===== src/core_bus_consts.svh =====
`ifndef CORE_BUS_CONSTS_SVH
`define CORE_BUS_CONSTS_SVH

// ------------------------------------------------------------
// Bus widths
// ------------------------------------------------------------
`define CB_ADDR_W 32
`define CB_DATA_W 32

// ------------------------------------------------------------
// Interrupt vector bit positions, core input map
// ------------------------------------------------------------
`define CB_IRQ_SW      3
`define CB_IRQ_TIMER   7
`define CB_IRQ_EXT     11
`define CB_IRQ_FAST_LO 16
`define CB_IRQ_FAST_HI 30
`define CB_IRQ_NM      31

// Strobe cycles without ack before the bridge gives up
`define CB_TIMEOUT_CYCLES 16

`endif


===== src/core_bus_pkg.sv =====
`include "core_bus_consts.svh"

package core_bus_pkg;

  // ------------------------------------------------------------
  // Bridge FSM encoding
  // ------------------------------------------------------------
  // IDLE      waiting for an OBI request, grant given here
  // WB_CYCLE  cyc/stb asserted, waiting for ack or timeout
  // RESPOND   one cycle of rvalid towards the core
  typedef enum logic [1:0] {
    IDLE     = 2'b00,
    WB_CYCLE = 2'b01,
    RESPOND  = 2'b10
  } bridge_state_e;

  // ------------------------------------------------------------
  // Payload types
  // ------------------------------------------------------------
  // Full data word, also used for addresses
  typedef logic [`CB_DATA_W-1:0] word_t;

  // One enable bit per byte lane
  typedef logic [`CB_DATA_W/8-1:0] strb_t;

endpackage


===== src/bus_timeout_timer.sv =====
`timescale 1ns/1ps

`include "core_bus_consts.svh"

module bus_timeout_timer (
  input  logic clk_i,
  input  logic rst_i,
  // High while the bridge waits on the slave
  input  logic busy_i,
  // Wait limit reached
  output logic expired_o
);

  // Wide enough to hold the limit itself
  localparam int unsigned CNT_W = $clog2(`CB_TIMEOUT_CYCLES + 1);
  localparam logic [CNT_W-1:0] CNT_MAX = CNT_W'(`CB_TIMEOUT_CYCLES);

  logic [CNT_W-1:0] cnt_q;

  // ------------------------------------------------------------
  // Wait counter
  // ------------------------------------------------------------
  // Cleared between cycles, saturates at the limit
  always_ff @(posedge clk_i) begin
    if (rst_i || !busy_i) begin
      cnt_q <= '0;
    end else if (cnt_q != CNT_MAX) begin
      cnt_q <= cnt_q + 1'b1;
    end
  end

  // Only meaningful while a cycle is open
  assign expired_o = busy_i && (cnt_q == CNT_MAX);

endmodule


===== src/core_bus_adapter_top.sv =====
`timescale 1ns/1ps

module core_bus_adapter_top
  import core_bus_pkg::*;
(
  input  logic        clk_i,
  input  logic        rst_i,
  // Instruction OBI
  input  logic        instr_req_i,
  input  word_t       instr_addr_i,
  output logic        instr_gnt_o,
  output logic        instr_rvalid_o,
  output word_t       instr_rdata_o,
  output logic        instr_err_o,
  // Instruction Wishbone
  output logic        instr_wb_cyc_o,
  output logic        instr_wb_stb_o,
  output word_t       instr_wb_adr_o,
  input  word_t       instr_wb_dat_i,
  input  logic        instr_wb_ack_i,
  // Data OBI
  input  logic        data_req_i,
  input  logic        data_we_i,
  input  strb_t       data_be_i,
  input  word_t       data_addr_i,
  input  word_t       data_wdata_i,
  output logic        data_gnt_o,
  output logic        data_rvalid_o,
  output word_t       data_rdata_o,
  output logic        data_err_o,
  // Data Wishbone
  output logic        data_wb_cyc_o,
  output logic        data_wb_stb_o,
  output logic        data_wb_we_o,
  output strb_t       data_wb_sel_o,
  output word_t       data_wb_adr_o,
  output word_t       data_wb_dat_o,
  input  word_t       data_wb_dat_i,
  input  logic        data_wb_ack_i,
  // Interrupt and debug
  input  word_t       irq_a_i,
  input  word_t       irq_b_i,
  input  logic        irq_ack_i,
  input  logic [4:0]  irq_id_i,
  input  logic        debug_req_a_i,
  input  logic        debug_req_b_i,
  output logic        irq_software_o,
  output logic        irq_timer_o,
  output logic        irq_external_o,
  output logic        irq_nm_o,
  output logic [14:0] irq_fast_o,
  output logic        debug_req_o
);

  logic instr_busy;
  logic instr_expired;
  logic data_busy;
  logic data_expired;

  // ------------------------------------------------------------
  // Instruction port, read only
  // ------------------------------------------------------------
  obi_wb_fsm #(
    .READ_ONLY (1'b1)
  ) u_instr_bridge (
    .clk_i     (clk_i),
    .rst_i     (rst_i),
    .req_i     (instr_req_i),
    .we_i      (1'b0),
    .addr_i    (instr_addr_i),
    .wdata_i   ('0),
    .be_i      ('1),
    .gnt_o     (instr_gnt_o),
    .rvalid_o  (instr_rvalid_o),
    .err_o     (instr_err_o),
    .rdata_o   (instr_rdata_o),
    .wb_cyc_o  (instr_wb_cyc_o),
    .wb_stb_o  (instr_wb_stb_o),
    .wb_we_o   (),
    .wb_adr_o  (instr_wb_adr_o),
    .wb_dat_o  (),
    .wb_sel_o  (),
    .wb_dat_i  (instr_wb_dat_i),
    .wb_ack_i  (instr_wb_ack_i),
    .busy_o    (instr_busy),
    .expired_i (instr_expired)
  );

  bus_timeout_timer u_instr_timer (
    .clk_i     (clk_i),
    .rst_i     (rst_i),
    .busy_i    (instr_busy),
    .expired_o (instr_expired)
  );

  // ------------------------------------------------------------
  // Data port, read/write
  // ------------------------------------------------------------
  obi_wb_fsm #(
    .READ_ONLY (1'b0)
  ) u_data_bridge (
    .clk_i     (clk_i),
    .rst_i     (rst_i),
    .req_i     (data_req_i),
    .we_i      (data_we_i),
    .addr_i    (data_addr_i),
    .wdata_i   (data_wdata_i),
    .be_i      (data_be_i),
    .gnt_o     (data_gnt_o),
    .rvalid_o  (data_rvalid_o),
    .err_o     (data_err_o),
    .rdata_o   (data_rdata_o),
    .wb_cyc_o  (data_wb_cyc_o),
    .wb_stb_o  (data_wb_stb_o),
    .wb_we_o   (data_wb_we_o),
    .wb_adr_o  (data_wb_adr_o),
    .wb_dat_o  (data_wb_dat_o),
    .wb_sel_o  (data_wb_sel_o),
    .wb_dat_i  (data_wb_dat_i),
    .wb_ack_i  (data_wb_ack_i),
    .busy_o    (data_busy),
    .expired_i (data_expired)
  );

  bus_timeout_timer u_data_timer (
    .clk_i     (clk_i),
    .rst_i     (rst_i),
    .busy_i    (data_busy),
    .expired_o (data_expired)
  );

  // ------------------------------------------------------------
  // Interrupt and debug merge
  // ------------------------------------------------------------
  irq_pending_map u_irq_map (
    .clk_i          (clk_i),
    .rst_i          (rst_i),
    .irq_a_i        (irq_a_i),
    .irq_b_i        (irq_b_i),
    .irq_ack_i      (irq_ack_i),
    .irq_id_i       (irq_id_i),
    .debug_req_a_i  (debug_req_a_i),
    .debug_req_b_i  (debug_req_b_i),
    .irq_software_o (irq_software_o),
    .irq_timer_o    (irq_timer_o),
    .irq_external_o (irq_external_o),
    .irq_nm_o       (irq_nm_o),
    .irq_fast_o     (irq_fast_o),
    .debug_req_o    (debug_req_o)
  );

endmodule


===== src/irq_pending_map.sv =====
`timescale 1ns/1ps

`include "core_bus_consts.svh"

module irq_pending_map
  import core_bus_pkg::*;
(
  input  logic        clk_i,
  input  logic        rst_i,
  // Two interrupt sources, same bit map
  input  word_t       irq_a_i,
  input  word_t       irq_b_i,
  // Acknowledge from the core
  input  logic        irq_ack_i,
  input  logic [4:0]  irq_id_i,
  // Debug request sources
  input  logic        debug_req_a_i,
  input  logic        debug_req_b_i,
  // Core interrupt inputs
  output logic        irq_software_o,
  output logic        irq_timer_o,
  output logic        irq_external_o,
  output logic        irq_nm_o,
  output logic [14:0] irq_fast_o,
  output logic        debug_req_o
);

  word_t pending_q;
  word_t pending_d;
  word_t irq_set;
  word_t irq_clr;
  logic  debug_req_q;

  // ------------------------------------------------------------
  // Pending register
  // ------------------------------------------------------------
  // Either source sets the bit
  assign irq_set = irq_a_i | irq_b_i;

  // One-hot clear from the ack id
  always_comb begin
    irq_clr = '0;
    if (irq_ack_i) begin
      irq_clr[irq_id_i] = 1'b1;
    end
  end

  // Clear beats set in the same cycle
  assign pending_d = (pending_q | irq_set) & ~irq_clr;

  always_ff @(posedge clk_i) begin
    if (rst_i) begin
      pending_q <= '0;
    end else begin
      pending_q <= pending_d;
    end
  end

  // Merged debug request, one cycle late
  always_ff @(posedge clk_i) begin
    if (rst_i) begin
      debug_req_q <= 1'b0;
    end else begin
      debug_req_q <= debug_req_a_i | debug_req_b_i;
    end
  end

  // ------------------------------------------------------------
  // Map onto core inputs
  // ------------------------------------------------------------
  assign irq_software_o = pending_q[`CB_IRQ_SW];
  assign irq_timer_o    = pending_q[`CB_IRQ_TIMER];
  assign irq_external_o = pending_q[`CB_IRQ_EXT];
  // Fast lines 0..14 sit at bits 16..30
  assign irq_fast_o     = pending_q[`CB_IRQ_FAST_HI:`CB_IRQ_FAST_LO];
  assign irq_nm_o       = pending_q[`CB_IRQ_NM];
  assign debug_req_o    = debug_req_q;

endmodule


===== src/obi_wb_fsm.sv =====
`timescale 1ns/1ps

`include "core_bus_consts.svh"

module obi_wb_fsm
  import core_bus_pkg::*;
#(
  // Instruction port variant, no writes
  parameter bit READ_ONLY = 1'b0
) (
  input  logic  clk_i,
  input  logic  rst_i,
  // OBI request
  input  logic  req_i,
  input  logic  we_i,
  input  word_t addr_i,
  input  word_t wdata_i,
  input  strb_t be_i,
  // OBI grant and response
  output logic  gnt_o,
  output logic  rvalid_o,
  output logic  err_o,
  output word_t rdata_o,
  // Wishbone classic master
  output logic  wb_cyc_o,
  output logic  wb_stb_o,
  output logic  wb_we_o,
  output word_t wb_adr_o,
  output word_t wb_dat_o,
  output strb_t wb_sel_o,
  input  word_t wb_dat_i,
  input  logic  wb_ack_i,
  // Timeout timer handshake
  output logic  busy_o,
  input  logic  expired_i
);

  bridge_state_e         state_q;
  bridge_state_e         state_d;
  logic                  accept;
  logic                  done;
  logic [`CB_ADDR_W-1:0] adr_q;
  word_t                 dat_q;
  strb_t                 sel_q;
  logic                  we_q;
  word_t                 rdata_q;
  logic                  err_q;

  // ------------------------------------------------------------
  // Handshake decode
  // ------------------------------------------------------------
  // Grant only from IDLE, one open transaction
  assign accept = (state_q == IDLE) && req_i;
  // Cycle ends on ack, or on timeout if no ack
  assign done   = (state_q == WB_CYCLE) && (wb_ack_i || expired_i);

  // ------------------------------------------------------------
  // State machine
  // ------------------------------------------------------------
  always_comb begin
    state_d = state_q;
    case (state_q)
      IDLE: begin
        if (req_i) begin
          state_d = WB_CYCLE;
        end
      end
      WB_CYCLE: begin
        if (done) begin
          state_d = RESPOND;
        end
      end
      // Response lasts a single cycle
      RESPOND: state_d = IDLE;
      default: state_d = IDLE;
    endcase
  end

  always_ff @(posedge clk_i) begin
    if (rst_i) begin
      state_q <= IDLE;
    end else begin
      state_q <= state_d;
    end
  end

  // Request fields latched at grant, held through the cycle
  always_ff @(posedge clk_i) begin
    if (accept) begin
      adr_q <= addr_i;
      dat_q <= READ_ONLY ? '0 : wdata_i;
      sel_q <= READ_ONLY ? '1 : be_i;
      we_q  <= READ_ONLY ? 1'b0 : we_i;
    end
  end

  // Read data capture, zero on timeout or write
  always_ff @(posedge clk_i) begin
    if (done) begin
      if (wb_ack_i && !we_q) begin
        rdata_q <= wb_dat_i;
      end else begin
        rdata_q <= '0;
      end
    end
  end

  // Error flag, set only when timer fired without ack
  always_ff @(posedge clk_i) begin
    if (rst_i) begin
      err_q <= 1'b0;
    end else if (done) begin
      err_q <= !wb_ack_i;
    end
  end

  // ------------------------------------------------------------
  // Outputs
  // ------------------------------------------------------------
  assign gnt_o    = accept;
  assign rvalid_o = (state_q == RESPOND);
  assign rdata_o  = rdata_q;
  assign err_o    = err_q;

  // cyc and stb together for the whole wait
  assign wb_cyc_o = (state_q == WB_CYCLE);
  assign wb_stb_o = (state_q == WB_CYCLE);
  assign wb_we_o  = we_q;
  assign wb_adr_o = adr_q;
  assign wb_dat_o = dat_q;
  assign wb_sel_o = sel_q;

  // Timer runs while strobe is out
  assign busy_o   = (state_q == WB_CYCLE);

endmodule


===== config.mk =====
export PLATFORM = sky130hd
export DESIGN_NAME = core_bus_adapter_top
export DESIGN_NICKNAME = d
export VERILOG_FILES = /design/src/core_bus_pkg.sv /design/src/bus_timeout_timer.sv /design/src/core_bus_adapter_top.sv /design/src/irq_pending_map.sv /design/src/obi_wb_fsm.sv
export VERILOG_INCLUDE_DIRS = /design/src
export SDC_FILE = /design/constraint.sdc
export NUM_CORES = 1
export LEC_CHECK = 0
export ABC_AREA = 1
export BUFFER_PORTS_ARGS = -buffer_cell sky130_fd_sc_hd__buf_4
export CAP_MARGIN = 20
export CORE_AREA = 2 2 172 174
export DETAILED_ROUTE_END_ITERATION = 6
export DIE_AREA = 0 0 174 176
export GPL_TIMING_DRIVEN = 0
export PLACE_DENSITY_LB_ADDON = 0.2
export SYNTH_ARGS = -nofsm -noshare
export SYNTH_HDL_FRONTEND = slang
export SYNTH_SLANG_ARGS = --single-unit

===== constraint.sdc =====
create_clock -name clk_i -period 7.07 [get_ports clk_i]
set_input_delay 1.0605 -clock clk_i [delete_from_list [all_inputs] [get_ports clk_i]]
set_output_delay 1.0605 -clock clk_i [all_outputs]
set_load 0.01 [all_outputs]

==> metrics <==
run status completed; Tot GR Track Use 0.124; CORE AREA 28500 µm²; initial antenna violation count 0; Core Rows slightly above 60; Final Cycle Share 0.470; Hold Buf Count CTS 0; Starting Density 0.247; final wirelength approximately 20000 µm; clock latency on the worst-skew pair 0.50 ns; cell area power density 240 nW/µm²; post-synthesis cell count approximately 500; H-tree levels 1; Slew @ Worst Pin 0.891 ns; CP endpoint kind output port; worst path arrival time 2.26 ns; DR DRC count 0; buffer depth of the longest clock path 3; cell breakdown of the critical path buf_4 > nand3_1 > inv_1 > buf_16 > buf_4; final hold viol count 0; Final ANT Viol Nets 0; Wirelength per Cell approximately 15 µm; Pins Over Slew Limit 0; RSZ-0062 raised after global routing no; top cells by area, synth edfxtp_1 (70%), dfxtp_1 (10%), inv_1 (4.6%); global-route wire length before repair 29500 µm; die width 174 µm; Area Growth Syn to Fin 60.9%; setup_tns 0 ns; Ys Warns 0; Post-CTS Setup Bufs 0; synthesized area per cell 14.0 µm²; area leader, netlist edfxtp_1; Critical Path Source Type primary input; slew margin rel. 0.406; max-cap viol count 0; gr busiest metal met2; HP Class flip-flop to flip-flop; GR met2 Demand/Resource 0.233; Antenna Cells 0; Placer Congestion around 0.77; GR Overflow Total 0; CP required ~6.0 ns; # resized after CTS 0; total die area around 31000 µm²; violation count after the first detailed-routing iteration approximately 250; commonest non-fill, non-tap cell in the layout buf_4; DP Wirelength 15600 µm; register bit total from synthesis about 200; drt first pass iters 4; chip height 176 µm; clk sinks roughly 200; Synth top area share 0.703; Crit path max-delay family buffers and inverters; clock slew at reported path FFs 0.05 ns; most used cell, CP buf_4; post-synth design cell area 7040 µm²; CP max FO 17; overall power 2720 µW; IO Count ~440; maximum VDD drop around 0.00013 V; pin count of the biggest net entering global routing 71; Final min period approximately 3.3 ns; Worst path max stage delay about 0.61 ns; worst path bufs/invs 4; CTS root buffer clkbuf_16; Max Fclk 301 MHz; TritonCTS clock tree built; Vias/cell a little under 4; register area share after synthesis 0.806; most frequent cells in the layout buf_4 (412), edfxtp_1 (165), inv_1 (85); vias in the first global route 5123; met3 Use GR 0.0342; clock skew 0.0162 ns; Slowest cell on crit path inv_1; number of buffers added on ports slightly above 400; grt met1 use 0.137; LEAKAGE 0.00509 µW; # setup viols final 0; Layout Nets roughly 1.2k; CTS Buf Count 23; Crit Path Class primary input to output port; share of layout cells above drive strength 1 0.488; Synth Net Count 749; Yosys cell types 25; hold_ws 0.452 ns; Vias 5214
-- per-stage QoR --
step | area [µm²] | utilization | setup WS (ns) | instances
2_1_floorplan | 7040 | - | 3.45 | 502
3_3_place_gp | 10600 | 0.371 | 2.36 | 1296
3_5_place_dp | 10700 | 0.375 | 3.68 | 1299
4_1_cts | 11300 | 0.397 | 3.68 | 1337
5_1_grt | 11300 | 0.397 | 3.60 | 1337
6_report | 11300 | 0.397 | 3.75 | 1337
-- cell families (layout without fill, tap and decap cells) --
logic type,Yosys count,after routing,share of synthesized area
DFF,201,201,0.806
and+or+nand+nor,166,166,0.103
buffers and inverters,99,550,0.0588
AOI/OAI and AO/OA,28,28,0.0206
adders and majority gates,4,4,0.00711
xor gates and xnor gates,4,4,0.00498
-- report_power, final --
| group | internal, µW | switching, µW | leakage, µW | total, µW |
|---|---|---|---|---|
| clock network | 596 | 445 | 0.000311 | 1040 |
| logic | 168 | 139 | 0.00292 | 307 |
| registers | 1360 | 20.0 | 0.00186 | 1380 |
| total | 2120 | 604 | 0.00509 | 2720 |
-- per-layer routing --
metal	wire length (µm)	vias to the layer above
li1	-	2557
met1	7260	2381
met2	10800	248
met3	1670	28
met4	458	0
met5	0	-
-- final timing paths --
check | end | from | cells after the start | slack [ns]
worst max-delay path | instr_gnt_o | instr_req_i | 5 | 3.75
worst min-delay path | u_data_bridge.err_o | u_data_bridge.err_o | 2 | 0.45
worst max register to register | u_instr_bridge.rdata_o[7] | u_instr_timer.cnt_q[0] | 7 | 5.28
worst min register to register | u_data_bridge.err_o | u_data_bridge.err_o | 2 | 0.45
-- synthesized netlist by cell type, drive strengths merged --
master	number
edfxtp	165
inv	87
nor2	67
nand2	49
dfxtp	36
nor3	26
nand3	18
a21oi	14
o21ai	12
buf	10
ha	4
nand4	3
or2	3
clkbuf	2
o31ai	2
xnor2	2
xor2	2
-- tightest hold or removal path, stage by stage (launching register included) --
cell	delay [ns]
dfxtp_1	0.30
inv_1	0.05
a21oi_1	0.05
-- flip-flops by register name (all words and copies together), names as in the netlist, 2 cells and up --
signal                   count
u_data_bridge.wb_adr_o      32
u_data_bridge.wb_dat_o      32
u_data_bridge.state_q        2
u_instr_timer.cnt_q          5
u_data_bridge.wb_sel_o       4
u_instr_bridge.wb_adr_o     32
u_instr_bridge.state_q       2
u_instr_bridge.rdata_o      32
u_data_bridge.rdata_o       32
u_irq_map.pending_q         19
u_data_timer.cnt_q           5
-- layout make-up --
type	count	area (µm²)
Timing Repair Buffer	413	3150
Clock buffer	32	609
Fill cell	2813	17200
Clock inverter	6	30.0
Sequential cell	201	5680
Buffer	12	87.6
Inverter	87	329
Tap cell	384	480
Multi-Input combinational cell	202	976
(Power assumes the default switching activity.)
